===== src/pll_ctrl_defines.svh =====
`ifndef PLL_CTRL_DEFINES_SVH
`define PLL_CTRL_DEFINES_SVH

// Width of the user setting.
`define SETTING_W 4

// DRP bus widths.
`define DRP_ADDR_W 5
`define DRP_DATA_W 16

// Output-divide register address.
`define DRP_DIV_ADDR 5'h08

// Model timing in clkp cycles.
`define LOCK_CYCLES 64
`define DRP_LAT 2

`endif


===== src/drp_pkg.sv =====
`include "pll_ctrl_defines.svh"

package drp_pkg;

  // Request from the sequencer, rst_pll rides along.
  typedef struct packed {
    logic                   en;
    logic                   we;
    logic [`DRP_ADDR_W-1:0] addr;
    logic [`DRP_DATA_W-1:0] wdata;
    logic                   rst_pll;
  } drp_req_t;

  typedef struct packed {
    logic                   rdy;
    logic [`DRP_DATA_W-1:0] rdata;
    logic                   locked;
  } drp_rsp_t;

  // Output-divide register, d = hi + lo.
  typedef struct packed {
    logic [3:0] rsvd;
    logic [5:0] lo;
    logic [5:0] hi;
  } div_reg_t;

endpackage


===== src/ui_pkg.sv =====
`include "pll_ctrl_defines.svh"

package ui_pkg;

  typedef logic [`SETTING_W-1:0] setting_t;

  // Segments gfedcba, active low.
  typedef logic [6:0] seg_t;

  typedef struct packed {
    seg_t digit1;
    seg_t digit0;
  } digits_t;

endpackage

===== src/clk_div_chain.sv =====
module clk_div_chain (
  input  logic clkp,
  input  logic rstxo,
  input  logic tick,
  input  logic locked,
  output logic div32
);

  localparam int STAGES = 5;

  logic              lock_s1;
  logic              lock_s2;
  logic [STAGES-1:0] stg;
  logic [STAGES-2:0] stg_d1;
  logic [STAGES-2:0] rise;

  always_ff @(posedge clkp or negedge rstxo) begin
    if (!rstxo) begin
      lock_s1 <= 1'b0;
      lock_s2 <= 1'b0;
    end else begin
      lock_s1 <= locked;
      lock_s2 <= lock_s1;
    end
  end

  assign rise = stg[STAGES-2:0] & ~stg_d1;

  // Stage 0 toggles every tick, each later stage on a rise of the one before.
  always_ff @(posedge clkp or negedge lock_s2) begin
    if (!lock_s2) begin
      stg    <= '0;
      stg_d1 <= '0;
    end else if (tick) begin
      stg_d1 <= stg[STAGES-2:0];
      stg    <= stg ^ {rise, 1'b1};
    end
  end

  assign div32 = stg[STAGES-1];

endmodule


===== src/pll_ctrl_top.sv =====
module pll_ctrl_top (
  input  logic            clkp,
  input  logic            rstxp,
  input  logic            btn_up,
  input  logic            btn_dn,
  output ui_pkg::digits_t digits,
  output logic            pll_lock,
  output logic            div32,
  output logic            rstxo
);

  ui_pkg::setting_t  setting;
  logic              change;
  drp_pkg::drp_req_t drp_req;
  drp_pkg::drp_rsp_t drp_rsp;
  logic              tick;

  setting_ctrl u_setting_ctrl (
    .clkp    (clkp),
    .rstxp   (rstxp),
    .btn_up  (btn_up),
    .btn_dn  (btn_dn),
    .rstxo   (rstxo),
    .setting (setting),
    .change  (change),
    .digits  (digits)
  );

  pll_drp_seq u_pll_drp_seq (
    .clkp    (clkp),
    .rstxo   (rstxo),
    .setting (setting),
    .change  (change),
    .req     (drp_req),
    .rsp     (drp_rsp)
  );

  pll_model u_pll_model (
    .clkp  (clkp),
    .rstxo (rstxo),
    .req   (drp_req),
    .rsp   (drp_rsp),
    .tick  (tick)
  );

  clk_div_chain u_clk_div_chain (
    .clkp   (clkp),
    .rstxo  (rstxo),
    .tick   (tick),
    .locked (drp_rsp.locked),
    .div32  (div32)
  );

  assign pll_lock = drp_rsp.locked;

endmodule


===== src/pll_drp_seq.sv =====
`include "pll_ctrl_defines.svh"

module pll_drp_seq (
  input  logic              clkp,
  input  logic              rstxo,
  input  ui_pkg::setting_t  setting,
  input  logic              change,
  output drp_pkg::drp_req_t req,
  input  drp_pkg::drp_rsp_t rsp
);

  typedef enum logic [2:0] {
    S_IDLE,
    S_RD,
    S_RD_WAIT,
    S_WR,
    S_WR_WAIT,
    S_REL
  } state_t;

  state_t            state;
  logic              pend;
  ui_pkg::setting_t  set_q;
  drp_pkg::div_reg_t rd_word;
  drp_pkg::div_reg_t merged;
  drp_pkg::div_reg_t wr_word;
  logic [5:0]        div_d;

  always_ff @(posedge clkp or negedge rstxo) begin
    if (!rstxo) begin
      state <= S_IDLE;
      pend  <= 1'b0;
    end else begin
      case (state)
        S_IDLE: begin
          if (change || pend) begin
            state <= S_RD;
            pend  <= 1'b0;
          end
        end
        S_RD: state <= S_RD_WAIT;
        S_RD_WAIT: begin
          if (rsp.rdy) begin
            state <= S_WR;
          end
        end
        S_WR: state <= S_WR_WAIT;
        S_WR_WAIT: begin
          if (rsp.rdy) begin
            state <= S_REL;
          end
        end
        S_REL: state <= S_IDLE;
        default: state <= S_IDLE;
      endcase
      // A change during a sequence runs once more afterwards.
      if (change && state != S_IDLE) begin
        pend <= 1'b1;
      end
    end
  end

  // Setting d = s + 1, split into high and low counts.
  always_comb begin
    rd_word     = rsp.rdata;
    div_d       = 6'(set_q) + 6'd1;
    merged.rsvd = rd_word.rsvd;
    merged.hi   = (div_d + 6'd1) >> 1;
    merged.lo   = div_d >> 1;
  end

  always_ff @(posedge clkp) begin
    if (state == S_IDLE) begin
      set_q <= setting;
    end
    if (state == S_RD_WAIT && rsp.rdy) begin
      wr_word <= merged;
    end
  end

  // PLL stays in reset for the whole sequence.
  always_comb begin
    req.en      = (state == S_RD) || (state == S_WR);
    req.we      = (state == S_WR);
    req.addr    = `DRP_DIV_ADDR;
    req.wdata   = wr_word;
    req.rst_pll = (state != S_IDLE);
  end

endmodule


===== src/pll_model.sv =====
`include "pll_ctrl_defines.svh"

module pll_model (
  input  logic              clkp,
  input  logic              rstxo,
  input  drp_pkg::drp_req_t req,
  output drp_pkg::drp_rsp_t rsp,
  output logic              tick
);

  localparam int                LOCK_W    = $clog2(`LOCK_CYCLES);
  localparam logic [LOCK_W-1:0] LOCK_LAST = LOCK_W'(`LOCK_CYCLES - 1);

  logic [`DRP_LAT-1:0]    lat_sr;
  logic                   op_we;
  logic [`DRP_ADDR_W-1:0] op_addr;
  drp_pkg::div_reg_t      op_wdata;
  logic                   hit;
  drp_pkg::div_reg_t      div_q;
  logic [LOCK_W-1:0]      lock_cnt;
  logic                   locked;
  logic [6:0]             div_d;
  logic [6:0]             tick_cnt;
  logic [6:0]             tick_cnt_inc;

  // Latch the access, answer DRP_LAT cycles after en.
  always_ff @(posedge clkp) begin
    if (req.en) begin
      op_we    <= req.we;
      op_addr  <= req.addr;
      op_wdata <= req.wdata;
    end
  end

  always_ff @(posedge clkp or negedge rstxo) begin
    if (!rstxo) begin
      lat_sr <= '0;
    end else begin
      lat_sr <= {lat_sr[`DRP_LAT-2:0], req.en};
    end
  end

  assign hit = (op_addr == `DRP_DIV_ADDR);

  // Reset value gives d = 1.
  always_ff @(posedge clkp or negedge rstxo) begin
    if (!rstxo) begin
      div_q <= '{rsvd: 4'hA, lo: 6'd0, hi: 6'd1};
    end else if (lat_sr[`DRP_LAT-1] && op_we && hit) begin
      div_q <= op_wdata;
    end
  end

  always_comb begin
    rsp.rdy    = lat_sr[`DRP_LAT-1];
    rsp.rdata  = (hit && !op_we) ? div_q : '0;
    rsp.locked = locked;
  end

  always_ff @(posedge clkp or negedge rstxo) begin
    if (!rstxo) begin
      lock_cnt <= '0;
      locked   <= 1'b0;
    end else if (req.rst_pll) begin
      lock_cnt <= '0;
      locked   <= 1'b0;
    end else if (!locked) begin
      if (lock_cnt == LOCK_LAST) begin
        locked <= 1'b1;
      end else begin
        lock_cnt <= lock_cnt + 1'b1;
      end
    end
  end

  always_comb begin
    div_d        = 7'(div_q.hi) + 7'(div_q.lo);
    tick_cnt_inc = tick_cnt + 7'd1;
  end

  // One tick every d cycles while locked.
  always_ff @(posedge clkp or negedge rstxo) begin
    if (!rstxo) begin
      tick_cnt <= '0;
      tick     <= 1'b0;
    end else if (!locked || req.rst_pll) begin
      tick_cnt <= '0;
      tick     <= 1'b0;
    end else if (tick_cnt_inc >= div_d) begin
      tick_cnt <= '0;
      tick     <= 1'b1;
    end else begin
      tick_cnt <= tick_cnt_inc;
      tick     <= 1'b0;
    end
  end

endmodule


===== src/setting_ctrl.sv =====
module setting_ctrl (
  input  logic             clkp,
  input  logic             rstxp,
  input  logic             btn_up,
  input  logic             btn_dn,
  output logic             rstxo,
  output ui_pkg::setting_t setting,
  output logic             change,
  output ui_pkg::digits_t  digits
);

  logic             rstx_d1;
  logic             btn_up_d1;
  logic             btn_dn_d1;
  logic             up_fall;
  logic             dn_fall;
  ui_pkg::setting_t ones;

  function automatic ui_pkg::seg_t seg_decode(input ui_pkg::setting_t d);
    ui_pkg::seg_t seg;
    case (d)
      4'd0:    seg = 7'b1000000;
      4'd1:    seg = 7'b1111001;
      4'd2:    seg = 7'b0100100;
      4'd3:    seg = 7'b0110000;
      4'd4:    seg = 7'b0011001;
      4'd5:    seg = 7'b0010010;
      4'd6:    seg = 7'b0000010;
      4'd7:    seg = 7'b1111000;
      4'd8:    seg = 7'b0000000;
      4'd9:    seg = 7'b0010000;
      default: seg = 7'b1111111;
    endcase
    return seg;
  endfunction

  // Reset release, two flops.
  always_ff @(posedge clkp or negedge rstxp) begin
    if (!rstxp) begin
      rstx_d1 <= 1'b0;
      rstxo   <= 1'b0;
    end else begin
      rstx_d1 <= 1'b1;
      rstxo   <= rstx_d1;
    end
  end

  always_ff @(posedge clkp or negedge rstxo) begin
    if (!rstxo) begin
      btn_up_d1 <= 1'b0;
      btn_dn_d1 <= 1'b0;
    end else begin
      btn_up_d1 <= btn_up;
      btn_dn_d1 <= btn_dn;
    end
  end

  // Release of a button.
  assign up_fall = btn_up_d1 & ~btn_up;
  assign dn_fall = btn_dn_d1 & ~btn_dn;

  // Down has priority, both directions wrap.
  always_ff @(posedge clkp or negedge rstxo) begin
    if (!rstxo) begin
      setting <= '0;
      change  <= 1'b0;
    end else begin
      if (dn_fall) begin
        setting <= setting - 1'b1;
      end else if (up_fall) begin
        setting <= setting + 1'b1;
      end
      change <= up_fall | dn_fall;
    end
  end

  // Tens digit is blank below 10.
  always_comb begin
    if (setting >= 4'd10) begin
      ones          = setting - 4'd10;
      digits.digit1 = seg_decode(4'd1);
    end else begin
      ones          = setting;
      digits.digit1 = 7'b1111111;
    end
    digits.digit0 = seg_decode(ones);
  end

endmodule


===== config.mk =====
export PLATFORM = sky130hd
export DESIGN_NAME = pll_ctrl_top
export DESIGN_NICKNAME = d
export VERILOG_FILES = /design/src/drp_pkg.sv /design/src/ui_pkg.sv /design/src/clk_div_chain.sv /design/src/pll_ctrl_top.sv /design/src/pll_drp_seq.sv /design/src/pll_model.sv /design/src/setting_ctrl.sv
export VERILOG_INCLUDE_DIRS = /design/src
export SDC_FILE = /design/constraint.sdc
export NUM_CORES = 1
export LEC_CHECK = 0
export BUFFER_PORTS_ARGS = -buffer_cell sky130_fd_sc_hd__buf_2
export CORE_MARGIN = 10
export CORE_UTILIZATION = 44
export CTS_BUF_LIST = sky130_fd_sc_hd__clkbuf_8
export DETAILED_ROUTE_END_ITERATION = 8
export PLACE_DENSITY = 0.72
export SYNTH_ARGS = -nofsm -noshare
export SYNTH_HDL_FRONTEND = slang
export SYNTH_SLANG_ARGS = --single-unit

===== constraint.sdc =====
create_clock -name clkp -period 4.7 [get_ports clkp]
set_input_delay 1.175 -clock clkp [delete_from_list [all_inputs] [get_ports clkp]]
set_output_delay 1.175 -clock clkp [all_outputs]
set_load 0.01 [all_outputs]

-- Word-level counts from Yosys, hierarchy flattened
Memory sizes are Yosys's and may differ from the RTL's.
Cells that the tools add are included.
W data, S select, Z words.
- register bits after elaboration: 76
- bits in read-only memories: 112
- input bits: 4
- output and inout port bits: 17
- logic and storage cells: 90
- memories kept: 1
- add/sub/neg operators: 8
- magnitude comparators: 2
- equality and inequality tests: 10
- muxes and demuxes: 21
- bitwise logic cells: 8
- reductions and logical operators: 15
- memory list (name ; words ; bits a word ; read ports ; clocked after memory_dff ; write ports ; RTL line ; text):
    (no name shown) ; 16 ; 7 ; 1 ; 0 ; 0 ; setting_ctrl.sv:21 ; case (d)
- operator list (kind ; number):
    $mux W6 ; 3
    $pmux W3 S5 ; 1
    $mux W7 ; 2
    $add A6 B1 Y6 const B ; 2
    $mux W3 ; 4
    $mux W4 ; 3
    $ne A2 B1 Y1 const B ; 5
    $mux W1 ; 8
    $add A7 B1 Y7 const B ; 1
    $ge A7 B7 Y1 ; 1
    $add A5 B5 Y6 ; 1
    $eq A3 B2 Y1 const B ; 2
    $eq A6 B6 Y1 const B ; 1
    $reduce_bool A2 Y1 ; 3
    $add A4 B1 Y5 const B ; 1
    $xor A5 B5 Y5 ; 1
    $add A4 B1 Y4 const B ; 1
    $and A4 B4 Y4 ; 1
    $ge A4 B4 Y1 const B ; 1
    $not A4 Y4 ; 1
    $reduce_and A2 Y1 ; 2
    $sub A4 B1 Y4 const B ; 1
    $sub A4 B4 Y4 const B ; 1
    $eq A3 B1 Y1 const B ; 1
    10 further kinds ; 16

-- Longest topological paths before layout
Gate-level depths: netlist of the first run.
- depth after elaboration: 4
- mapped depth: 10
- mapped depth without buffers: 10

-- Hierarchy
A second synthesis of the first run with hierarchy kept.
- cells, all modules: 367
- area total of the unflattened synthesis: 4717.0 um2
- modules (own cells, without submodules) (module ; times used ; cells an instance ; area an instance (um2) ; seq. area each (um2)):
    pll_model ; 1 ; 196 ; 2621.3 ; 1490.2
    pll_drp_seq ; 1 ; 63 ; 909.6 ; 610.6
    setting_ctrl ; 1 ; 83 ; 765.7 ; 225.2
    clk_div_chain ; 1 ; 25 ; 420.4 ; 275.3

-- Worst setup path after synthesis of the first run
OpenSTA, ideal clock, no wires.
- kind: flip-flop to output port
- from: reg u_setting_ctrl.setting[3]
- to: out digits[5] (netlist bit)
- data arrival time: 1586 ps
- required time: 3525 ps
- slack: 1939 ps
- cell stages (with the launch flop): 9
- buffers on the path: 1
- cells stage by stage: dfrtp_1 > clkbuf_1 > nand2_1 > mux2i_1 > inv_1 > ha_1 > inv_1 > mux2i_1 > a21oi_1
- RTL lines (what ; RTL line ; text):
    start, declared ; setting_ctrl.sv:7 ; output ui_pkg::setting_t setting,
    start signal, assigned ; setting_ctrl.sv:69 ; setting <= setting - 1'b1;
    start signal, assigned ; setting_ctrl.sv:71 ; setting <= setting + 1'b1;
    end, declared ; pll_ctrl_top.sv:6 ; output ui_pkg::digits_t digits,

==> impl_summary.log, run 1 <==
INFO  metric final_layout_size_suffix_gt1_share = 16.7%
INFO  metric critical-path-slowest-cell = o21ai_1
INFO  metric worstPathBufferInverterCount = 2
INFO  metric wirelength_met1 = ~2300 um
INFO  metric synth_compound_gate_area_share = under 10%
INFO  metric post-route-cell-area = 3820 um^2
INFO  metric syn-mean-instance-area = 12.5 um^2
INFO  metric cts.clk_slew.worst_paths = 0.08 ns
INFO  metric worst_setup_path_start_kind = register
INFO  metric vdd_drop_max = 0.000574 V
INFO  metric max_slew_violation_count = 0
INFO  metric wl_met2 = between 2000 and 3000 um
INFO  metric detailed_place_hpwl = about 3700 um
INFO  metric max_cap_viol_count = 0
INFO  metric yosys_warnings = 0
INFO  metric postPlaceCellArea = 3590 um^2
INFO  metric outcome = finished clean
INFO  metric netlist_top_cells_count = dfrtp_1, edfxtp_1, ha_1
INFO  metric detail_route.iter0.violations = 39
INFO  metric finalSetupViolations = 0
INFO  metric cp.required = 3.52 ns
INFO  metric tns = 0 ns
INFO  metric fin_cells = 402
INFO  metric gp_routability_congestion = approximately 0.75
INFO  metric max_clock_freq = 0.302 GHz
INFO  metric synth-adder-area-share = 9.58%
INFO  metric detail_route.first_pass.iterations = 6
INFO  metric postSynthCellCount = 273
INFO  metric drt.antenna.violating_nets = 0
INFO  metric grt_pass1_vias = 2087
INFO  metric h-tree-depth = 3
INFO  metric holdCritPathClass = reg -> async
INFO  metric grt_util_all_layers = 9.68%
INFO  metric grt_overflow = 0
INFO  metric highest_layer = met4
INFO  metric post_cts_buffers = 0
INFO  metric timing.final.crit_period = 3.31 ns
INFO  metric combinational_family_with_the_most_area_after_synthesis = adder cells
INFO  metric post-synth-top-count-cell = dfrtp_1
INFO  metric final_hold_viol_count = 0
INFO  metric viasPerCell = about 5
INFO  metric maxSlewHeadroom = 23.0%
INFO  metric postSynth.asyncResetShare = approximately two thirds
INFO  metric core_area = 7650 um^2
INFO  metric io_buffer_count = 15
INFO  metric rows = 32
INFO  metric totalWireLength = 5200 um
INFO  metric vias = 2029
INFO  metric worstSkewPairLatency = about 0.35 ns
INFO  metric grt_first_pass_wirelength = between 9000 and 10000 um
INFO  metric number_of_sinks_handled_by_clock_tree_synthesis = 73
INFO  metric pwr_density_cell = 669 nW/um^2
INFO  metric yosysSeqAreaShare = 56.8%
INFO  metric timing_worst_slew_pin_value = approximately 1.1 ns
INFO  metric num_io_pins = 21
INFO  metric dr_wl_met3 = around 230 um
INFO  metric fp.dieH = around 110 um
INFO  metric antenna_found_initial = 0
INFO  metric worst_setup_path_end_kind = output port
INFO  metric rsz0062_at_grt = false
INFO  metric ctsHoldBuffers = 0
INFO  metric hold-worst-slack = between 0.1 and 0.15 ns
INFO  metric insertedDiodeCount = 0
INFO  metric synth_enable_flop_cells = 23
INFO  metric post_synth_and_or_nand_nor_area_fraction = 8.55%
INFO  metric drc = 0
INFO  metric largest_cells_by_area_after_synthesis = dfrtp_1, edfxtp_1, ha_1
INFO  metric power = 2.55 mW
INFO  metric cts_buffer_depth = 2
INFO  metric post_synth_xor_area_fraction = 6.14%
INFO  metric critical_path.max_fanout = 9
INFO  metric ctsRootBufferMaster = clkbuf_8
INFO  metric synthDistinctLibCells = 45
INFO  metric synthDominantCellAreaShare = 35.8%
INFO  metric synth_ff_type = dfrtp_1
INFO  metric crit_type = reg -> out
INFO  metric critical_path_cell_sequence = inv_1 -> ha_1 -> o21ai_1 -> nor3_1 -> a21oi_1 -> buf_2
INFO  metric delay_of_the_slowest_cell_on_the_worst_path = 0.49 ns
INFO  metric fin_worst_skew = roughly 0.0084 ns
INFO  metric die-area = 11700 um^2
INFO  metric synth_mux_area_share = 5.96%
INFO  metric layout_worst_path_cycle_share = 70.5%
INFO  metric chipWidth = 108 um
INFO  metric worstPathArrival = around 2.1 ns
INFO  metric worst_path_dominant_cell_family = compound AO/OA/AOI/OAI gates
INFO  metric worst_path_setup_slack_after_routing = 1.39 ns
INFO  metric post_drt_wl_per_cell = 12.9 um
INFO  metric dp_worst_setup_slack = 1.77 ns
INFO  metric most_area_hungry_cell_type_in_the_yosys_netlist = dfrtp_1
INFO  metric cts_tree = built
INFO  metric dpl.cell_count = 387
INFO  metric area_delta_synth_final = 11.6%
INFO  metric grt_start_max_net_pins = 41
INFO  metric netlist_area = 3420 um^2
INFO  metric design.final.nets = between 300 and 400
INFO  metric tritoncts.num_buffers = 9
INFO  metric ys_ff_latch = 73
INFO  metric final_core_util = 50.0%
INFO  metric leakage = 1.75 nW
INFO  metric cts_repair_resize_count = 0
INFO  metric effective_utilization_at_floorplan = 44.8%
routing by layer:
metal | global-route usage [%] | vias up
li1 | - | 986
met1 | 10.5 | 988
met2 | 16.3 | 47
met3 | 3.51 | 8
met4 | 4.96 | 0
met5 | 0 | -
final cells by class:
cell class | count | area (um^2)
inverter | 16 | 60.1
fill | 658 | 3830
clock buffer | 9 | 124
multi-input combinational | 180 | 1380
sequential | 73 | 1940
clock inverter | 6 | 108
timing repair buffer | 16 | 82.6
tap | 102 | 128
worst paths after layout:
check                                                       from                                    end  slack [ns]  depth (start not counted)
setup / recovery           u_setting_ctrl.setting[1]$_DFFE_PN0P_                              digits[3]        1.39                          6
hold / removal                 u_clk_div_chain.lock_s2$_DFF_PN0_  u_clk_div_chain.stg_d1[3]$_DFFE_PN0P_        0.15                          0
setup reg to reg                u_pll_model.div_q[6]$_DFFE_PN0P_      u_pll_model.tick_cnt[1]$_DFF_PN0_        1.80                         10
hold reg to reg                u_clk_div_chain.lock_s2$_DFF_PN0_  u_clk_div_chain.stg_d1[3]$_DFFE_PN0P_        0.15                          0
max in group asynchronous                                  rstxp       u_setting_ctrl.rstx_d1$_DFF_PN0_        4.01                          1
min in group clkp                u_pll_model.lat_sr[0]$_DFF_PN0_        u_pll_model.lat_sr[1]$_DFF_PN0_        0.35                          0
registers in the layout, summed over array words and instances (netlist names), 3 cells and up:
signal,count
u_pll_model.lock_cnt,6
u_pll_model.tick_cnt,7
u_setting_ctrl.setting,4
u_pll_drp_seq.req,9
u_pll_drp_seq.set_q,4
u_clk_div_chain.stg,5
u_pll_drp_seq.state,3
u_clk_div_chain.stg_d1,4
u_pll_model.op_wdata,9
u_pll_model.div_q,9
report_power, final:
part           total [mW]  internal, mW  switching [mW]  leakage (nW)
combinational        1.00         0.444           0.556         0.782
sequential          0.985         0.863           0.122         0.854
clock               0.570         0.347           0.222         0.115
total                2.55          1.65           0.900          1.75
kinds of logic (layout without fill, tap and decap cells):
group | count (synthesis) | in the layout
xor gates and xnor gates | 24 | 24
muxes | 19 | 19
and+or+nand+nor | 60 | 60
adders and majority gates | 25 | 25
buffers and inverters | 26 | 47
AOI/OAI and AO/OA | 44 | 44
DFF | 73 | 73
other | 2 | 8
cell usage in the layout (no fill, tap or decap), types with 3 or more instances in the layout:
| cell | netlist | layout |
|---|---|---|
| conb_1 | 2 | 8 |
| nor3_1 | 4 | 4 |
| nor3b_1 | 3 | 3 |
| clkbuf_8 | 0 | 9 |
| nand2b_1 | 3 | 3 |
| inv_1 | 16 | 16 |
| mux2i_1 | 8 | 8 |
| a21o_1 | 6 | 6 |
| dfrtp_1 | 49 | 49 |
| a31oi_1 | 3 | 3 |
| a21oi_1 | 13 | 13 |
| edfxtp_1 | 23 | 23 |
| mux2_2 | 11 | 11 |
| bufinv_16 | 0 | 3 |
| nand2_1 | 13 | 13 |
| o21ai_0 | 6 | 6 |
| nor2_1 | 19 | 19 |
| xor2_1 | 9 | 9 |
| xnor2_1 | 15 | 15 |
| buf_2 | 0 | 15 |
| nand3_1 | 7 | 7 |
| ha_1 | 23 | 23 |
(Power assumes the default switching activity.)
==> run 2: changes to the inputs <==
- ABC_AREA: not set -> 1
- clock period: 4.7 -> 3.3 ns (I/O delays scaled with it)
==> impl_summary.log, run 2 <==
INFO  metric timing_worst_slew_pin_value = 1.10 ns (-0.0440 ns)
INFO  metric largest_cells_by_area_after_synthesis = dfrtp_1, edfxtp_1, ha_1
INFO  metric post_synth_xor_area_fraction = 4.75% (-1.4 points)
INFO  metric ff2ff_path_depth = 11 (+1)
INFO  metric worstPathArrival = 2.03 ns (-0.11 ns)
INFO  metric dp_worst_setup_slack = 0.824 ns (-0.946 ns)
INFO  metric grt_overflow = 0 (unchanged)
INFO  metric combinational_family_with_the_most_area_after_synthesis = simple AND/OR/NAND/NOR gates
INFO  metric finalSetupViolations = 0 (unchanged)
INFO  metric detail_route.first_pass.iterations = 4 (-2)
INFO  metric yosys_warnings = 0 (unchanged)
INFO  metric grt_pass1_vias = 2231 (+6.9%)
INFO  metric antenna_found_initial = 0 (unchanged)
INFO  metric share_seq_of_total_power = 39.9% (+1.3 points)
INFO  metric effective_utilization_at_floorplan = 45.3% (+0.54 points)
INFO  metric final_hold_viol_count = 0 (unchanged)
INFO  metric core_area = 7730 um^2 (+1.0%)
INFO  metric postSynth.asyncResetShare = 68.5% (unchanged)
INFO  metric drt.antenna.violating_nets = 0 (unchanged)
INFO  metric mostFrequentLayoutCell = nand2_1
INFO  metric outcome = finished clean
INFO  metric detail_route.iter0.violations = 81 (+110%)
INFO  metric most_area_hungry_cell_type_in_the_yosys_netlist = dfrtp_1
INFO  metric synth_compound_gate_area_share = 6.04% (-3.0 points)
INFO  metric post-synth-top-count-cell = nand2_1
INFO  metric die-area = 11900 um^2 (+1.8%)
INFO  metric worst_path_setup_slack_after_routing = 0.440 ns (-0.947 ns)
INFO  metric cts.clk_slew.worst_paths = 0.08 ns (about the same)
INFO  metric ctsHoldBuffers = 0 (unchanged)
INFO  metric synth_mux_area_share = 2.57% (-3.4 points)
INFO  metric leakage = 1.97 nW (+13%)
INFO  metric fin_worst_skew = 0.00729 ns (-0.00114 ns)
INFO  metric setup.reg_to_reg.worst_slack = 0.92 ns (-0.88 ns)
INFO  metric crit_type = reg -> out
INFO  metric cp.required = 2.47 ns (-1.05 ns)
INFO  metric postSynthCellCount = 345 (+26%)
INFO  metric holdCritPathClass = reg -> async
INFO  metric post_cts_buffers = 0 (unchanged)
INFO  metric max_slew_violation_count = 0 (unchanged)
INFO  metric post_drt_wl_per_cell = 10.8 um (-16%)
INFO  metric layout_worst_path_cycle_share = slightly below 90%
INFO  metric gp_routability_congestion = 0.790 (+5.0%)
INFO  metric ctsRootBufferMaster = clkbuf_8
INFO  metric worst_setup_path_end_kind = output port
INFO  metric ys_ff_latch = 73 (unchanged)
INFO  metric cts_repair_resize_count = 0 (unchanged)
INFO  metric cts_tree = built
INFO  metric post-route-cell-area = 3920 um^2 (+2.6%)
INFO  metric clkPwrFrac = 23.0% (+0.7 points)
INFO  metric synthDominantCellAreaShare = 35.0% (-0.79 points)
INFO  metric drc = 0 (unchanged)
INFO  metric p_int = 2.25 mW (+36%)
INFO  metric max_cap_viol_count = 0 (unchanged)
INFO  metric tns = 0 ns (unchanged)
INFO  metric tritoncts.num_buffers = 9 (unchanged)
INFO  metric layout.cells.most_common_list = nand2_1, inv_1, dfrtp_1
INFO  metric maxSlewHeadroom = 25.9% (+3.0 points)
INFO  metric io_buffer_count = 15 (unchanged)
INFO  metric grt_first_pass_wirelength = 9340 um (+3.3%)
INFO  metric max_clock_freq = 0.350 GHz
INFO  metric grt_util_all_layers = 9.68% (about the same)
INFO  metric switching_share = 35.7% (+0.52 points)
INFO  metric detailed_place_hpwl = 3770 um (+0.61%)
INFO  metric synth-adder-area-share = 9.36% (-0.21 points)
INFO  metric final_layout_size_suffix_gt1_share = 13.6% (-3.1 points)
INFO  metric critical_path.max_fanout = 8 (-1)
INFO  metric synthDistinctLibCells = 31 (-31%)
INFO  metric h-tree-depth = 3 (unchanged)
INFO  metric launch_point_of_the_worst_reg_to_reg_path = u_pll_model.div_q[6]$_DFFE_PN0P_
INFO  metric netlist_area = 3500 um^2 (+2.3%)
INFO  metric post_synth_and_or_nand_nor_area_fraction = 14.7% (+6.1 points)
INFO  metric vias = 2193 (+8.1%)
INFO  metric vdd_drop_max = 0.000567 V (-1.1%)
INFO  metric netlist_top_cells_count = nand2_1, dfrtp_1, inv_1
INFO  metric syn-mean-instance-area = 10.1 um^2 (-19%)
INFO  metric design.final.nets = 400 (+23%)
INFO  metric totalWireLength = 5170 um (-0.58%)
INFO  metric cts_buffer_depth = 2 (unchanged)
INFO  metric number_of_sinks_handled_by_clock_tree_synthesis = 73 (unchanged)
INFO  metric insertedDiodeCount = 0 (unchanged)
INFO  metric area_delta_synth_final = 11.9%
INFO  metric worst_setup_path_start_kind = register
INFO  metric end_of_the_worst_register_to_register_path = u_pll_model.tick_cnt[1]$_DFF_PN0_
INFO  metric synth_ff_type = dfrtp_1
INFO  metric chipWidth = 109 um (+0.92%)
INFO  metric worstSkewPairLatency = 0.34 ns (about the same)
INFO  metric grt_start_max_net_pins = 40 (-2.4%)
INFO  metric dpl.cell_count = 462 (+19%)
INFO  metric fin_cells = 478 (+19%)
INFO  metric rows = 32 (unchanged)
INFO  metric viasPerCell = 4.59 (-9.1%)
INFO  metric fp.dieH = 109 um (+0.92%)
INFO  metric pwr_density_cell = 895 nW/um^2 (+34%)
INFO  metric num_io_pins = 21 (unchanged)
INFO  metric timing.final.crit_period = 2.86 ns
INFO  metric postPlaceCellArea = 3680 um^2 (+2.7%)
INFO  metric yosysSeqAreaShare = 55.5% (-1.3 points)
INFO  metric rsz0062_at_grt = false
INFO  metric p_sw = 1.25 mW (+39%)
INFO  metric synth_enable_flop_cells = 23 (unchanged)
INFO  metric share_comb_of_total_power = 37.1% (-2.0 points)
run 2: cell count changes after synthesis, sizes merged, moves of 4 or more:
cell	delta
nand3	+4
nor2	+7
a21o	-8
o21ai	+15
inv	+35
xnor2	-8
nand2	+67
mux2i	-8
run 2: routing by layer:
layer / track usage, % / share of wire (%)
met1: 10.5 / 45
met2: 17.0 / 51
met3: 3.66 / 3.3
met4: 3.35 / 1.2
met5: 0 / 0
run 2: power by group through the flow:
stage | combinational, mW | clock, mW | sequential [mW]
3_3_place_gp | 1.28 | 0 | 1.40
6_report | 1.30 | 0.807 | 1.40
4_1_cts | 1.33 | 0.828 | 1.40
5_1_grt | 1.54 | 0.871 | 1.43
3_5_place_dp | 1.32 | 0 | 1.42
2_1_floorplan | 1.01 | 0 | 1.38
run 2: stage by stage:
stage	util, %	hold WS (ns)	power [mW]
3_5_place_dp	47.7	0.151	2.74
4_1_cts	50.7	0.152	3.56
5_1_grt	50.7	0.181	3.83
6_report	50.7	0.141	3.51
2_1_floorplan	-	0.108	2.38
3_3_place_gp	47.7	0.146	2.68
run 2: critical path, stage by stage (launching register included):
cell	delay [ns]
dfrtp_1	0.49
inv_1	0.13
ha_1	0.21
o21ai_0	0.30
inv_1	0.15
nand2_1	0.17
o21ai_0	0.10
buf_2	0.15
run 2: worst max-delay path by stage:
| stage | end | cells after the start | start |
|---|---|---|---|
| after floorplan | digits[4] | 6 | u_setting_ctrl.setting[1]$_DFFE_PN0P_ |
| after global routing | digits[6] | 7 | u_setting_ctrl.setting[1]$_DFFE_PN0P_ |
| after CTS | digits[0] | 7 | u_setting_ctrl.setting[1]$_DFFE_PN0P_ |
| after global placement | digits[5] | 9 | u_setting_ctrl.setting[1]$_DFFE_PN0P_ |
| final | digits[3] | 7 | u_setting_ctrl.setting[1]$_DFFE_PN0P_ |
| after detailed placement | digits[0] | 7 | u_setting_ctrl.setting[1]$_DFFE_PN0P_ |
run 2: logic make-up (layout without fill, tap and decap cells):
logic type                 Yosys count  count (layout)
muxes                                8               8
xor gates and xnor gates            19              19
DFF                                 73              73
AOI/OAI and AO/OA                   39              39
and+or+nand+nor                    121             121
buffers and inverters               58              83
adders and majority gates           25              25
other                                2               8
run 2: final cells by class:
cell class	count	area (um^2)
inverter	51	191
fill	677	3810
sequential	73	1940
clock buffer	9	124
clock inverter	7	110
multi-input combinational	220	1340
timing repair buffer	16	82.6
tap	102	128
==> run 3: changes to the inputs <==
- ABC_AREA: 1 -> 0
- CORE_UTILIZATION: 44 -> 55
- GPL_TIMING_DRIVEN: not set -> 0
- PLACE_DENSITY: 0.72 -> 0.84
==> impl_summary.log, run 3 (same netlist as run 1, synthesis figures left out) <==
INFO  metric outcome = finished clean
INFO  metric pwr_density_cell = 973 nW/um^2 (+8.7%)
INFO  metric post_drt_wl_per_cell = 15.1 um (+39%)
INFO  metric viasPerCell = 5.29 (+15%)
INFO  metric grt_pass1_vias = 2151 (-3.6%)
INFO  metric layout_worst_path_cycle_share = 93.6% (+6.9 points)
INFO  metric drc = 0 (unchanged)
INFO  metric antenna_found_initial = 0 (unchanged)
INFO  metric worstPathArrival = 2.26 ns (+0.23 ns)
INFO  metric cts_buffer_depth = 2 (unchanged)
INFO  metric timing_worst_slew_pin_value = 1.16 ns (+0.0535 ns)
INFO  metric mostFrequentLayoutCell = dfrtp_1
INFO  metric share_seq_of_total_power = 37.4% (-2.5 points)
INFO  metric final_layout_size_suffix_gt1_share = 19.0% (+5.5 points)
INFO  metric finalSetupViolations = 0 (unchanged)
INFO  metric die-area = 9780 um^2 (-18%)
INFO  metric h-tree-depth = 3 (unchanged)
INFO  metric postPlaceCellArea = 3620 um^2 (-1.9%)
INFO  metric final_hold_viol_count = 0 (unchanged)
INFO  metric rsz0062_at_grt = false
INFO  metric holdCritPathClass = reg -> async
INFO  metric crit_type = reg -> out
INFO  metric leakage = 1.79 nW (-9.2%)
INFO  metric num_io_pins = 21 (unchanged)
INFO  metric power = 3.76 mW (+7.2%)
INFO  metric ctsRootBufferMaster = clkbuf_8
INFO  metric tritoncts.num_buffers = 9 (unchanged)
INFO  metric max_cap_viol_count = 0 (unchanged)
INFO  metric design.final.nets = 334 (-17%)
INFO  metric insertedDiodeCount = 0 (unchanged)
INFO  metric p_int = 2.42 mW (+7.6%)
INFO  metric number_of_sinks_handled_by_clock_tree_synthesis = 73 (unchanged)
INFO  metric worst_setup_path_end_kind = output port
INFO  metric detail_route.first_pass.iterations = 4 (unchanged)
INFO  metric grt_first_pass_wirelength = 9960 um (+6.6%)
INFO  metric grt_util_all_layers = 12.5% (+2.8 points)
INFO  metric io_buffer_count = 15 (unchanged)
INFO  metric worst_setup_path_startpoint = u_setting_ctrl.setting[1]$_DFFE_PN0P_
INFO  metric p_sw = 1.33 mW (+6.4%)
INFO  metric cts_tree = built
INFO  metric worst_path_setup_slack_after_routing = 0.212 ns (-0.228 ns)
INFO  metric worstSkewPairLatency = 0.34 ns (about the same)
INFO  metric vdd_drop_max = 0.000770 V (+36%)
INFO  metric cp.required = 2.47 ns (about the same)
INFO  metric fp.dieH = 98.9 um (-9.4%)
INFO  metric switching_share = 35.5% (-0.26 points)
INFO  metric area_delta_synth_final = 12.8%
INFO  metric rows = 28 (-13%)
INFO  metric effective_utilization_at_floorplan = 57.1% (+12 points)
INFO  metric ctsHoldBuffers = 0 (unchanged)
INFO  metric max_clock_freq = 0.324 GHz (-7.4%)
INFO  metric worst_setup_path_start_kind = register
INFO  metric critical_path.max_fanout = 9 (+1)
INFO  metric maxSlewHeadroom = 22.3% (-3.6 points)
INFO  metric vias = 2038 (-7.1%)
INFO  metric max_slew_violation_count = 0 (unchanged)
INFO  metric detail_route.iter0.violations = 81 (unchanged)
INFO  metric grt_overflow = 0 (unchanged)
INFO  metric totalWireLength = 5800 um (+12%)
INFO  metric gp_routability_congestion = 0.796 (+0.68%)
INFO  metric drt.antenna.violating_nets = 0 (unchanged)
INFO  metric layout.cells.most_common_list = dfrtp_1, ha_1, edfxtp_1
INFO  metric fillerInstances = 413 (-39%)
INFO  metric fin_worst_skew = 0.00519 ns (-0.00209 ns)
INFO  metric chipWidth = 98.9 um (-9.4%)
INFO  metric clkPwrFrac = 22.0% (-1.0 points)
INFO  metric core_area = 5990 um^2 (-22%)
INFO  metric share_comb_of_total_power = 40.5% (+3.4 points)
INFO  metric grt_start_max_net_pins = 41 (+2.5%)
INFO  metric timing.final.crit_period = 3.09 ns (+0.228 ns)
INFO  metric post-route-cell-area = 3860 um^2 (-1.4%)
INFO  metric detailed_place_hpwl = 4010 um (+6.3%)
INFO  metric launch_point_of_the_worst_reg_to_reg_path = u_pll_model.div_q[6]$_DFFE_PN0P_
INFO  metric tns = 0 ns (unchanged)
INFO  metric cts.clk_slew.worst_paths = 0.07 ns (about the same)
INFO  metric dp_worst_setup_slack = 0.376 ns (-0.448 ns)
==> run 3: final cells by class <==
class	count	area (um^2)	share of cell area, %
Multi-Input combinational cell	180	1380	35.7
Sequential cell	73	1940	50.3
Inverter	16	60.1	1.55
Clock inverter	6	105	2.72
Clock buffer	10	138	3.56
Timing Repair Buffer	15	75.1	1.94
Buffer	10	67.6	1.75
Tap cell	75	93.8	2.43
==> run 3: path summary, 6_finish.rpt <==
| check | endpoint | slack, ns | depth (start not counted) |
|---|---|---|---|
| worst min register to register | u_clk_div_chain.stg[0]$_DFFE_PN0P_ | 0.17 | 0 |
| min in group clkp | u_clk_div_chain.lock_s2$_DFF_PN0_ | 0.35 | 0 |
| max in group asynchronous | u_pll_model.div_q[1]$_DFFE_PN0P_ | 2.38 | 0 |
| worst min-delay path | u_clk_div_chain.stg[0]$_DFFE_PN0P_ | 0.17 | 0 |
| worst max-delay path | digits[0] | 0.21 | 6 |
| worst max register to register | u_pll_model.tick_cnt[2]$_DFF_PN0_ | 0.28 | 10 |
==> run 3: power groups by stage <==
stage	sequential [mW]	combinational, mW	clock [mW]
final	1.41	1.52	0.828
after global routing	1.44	1.71	0.892
after CTS	1.41	1.53	0.847
after detailed placement	1.43	1.49	0
after global placement	1.41	1.41	0
after floorplan	1.37	1.13	0
==> run 3: timing repair <==
item / in CTS / in global routing
endpoints found under the setup margin: 0 / 2
buffers inserted: 0 / 0
endpoints found under the hold margin: 0 / 0
resized for setup: 0 / 1
==> run 3: worst max-delay path, cell delays in order (launching register included) <==
cell and delay [ns]:
dfrtp_1 0.46, inv_1 0.14, ha_1 0.22, o21ai_1 0.50
nor3_1 0.23, a21oi_1 0.20, buf_2 0.16
==> run 3: metal layers <==
layer | vias to the layer above | wire, um | track usage, %
met5 | - | 0 | 0
met4 | 0 | 93 | 4.96
met3 | 8 | 151 | 3.63
met2 | 36 | 3100 | 22.1
met1 | 986 | 2460 | 13.7
li1 | 1008 | - | -
==> run 3: stage by stage <==
stage | std cells | hold WS [ns] | utilization [%]
global route | 385 | 0.208 | 64.5
floorplan | 279 | 0.108 | -
CTS | 385 | 0.184 | 64.4
global placement | 369 | 0.139 | 60.3
detailed placement | 369 | 0.169 | 60.4
finish | 385 | 0.170 | 64.5
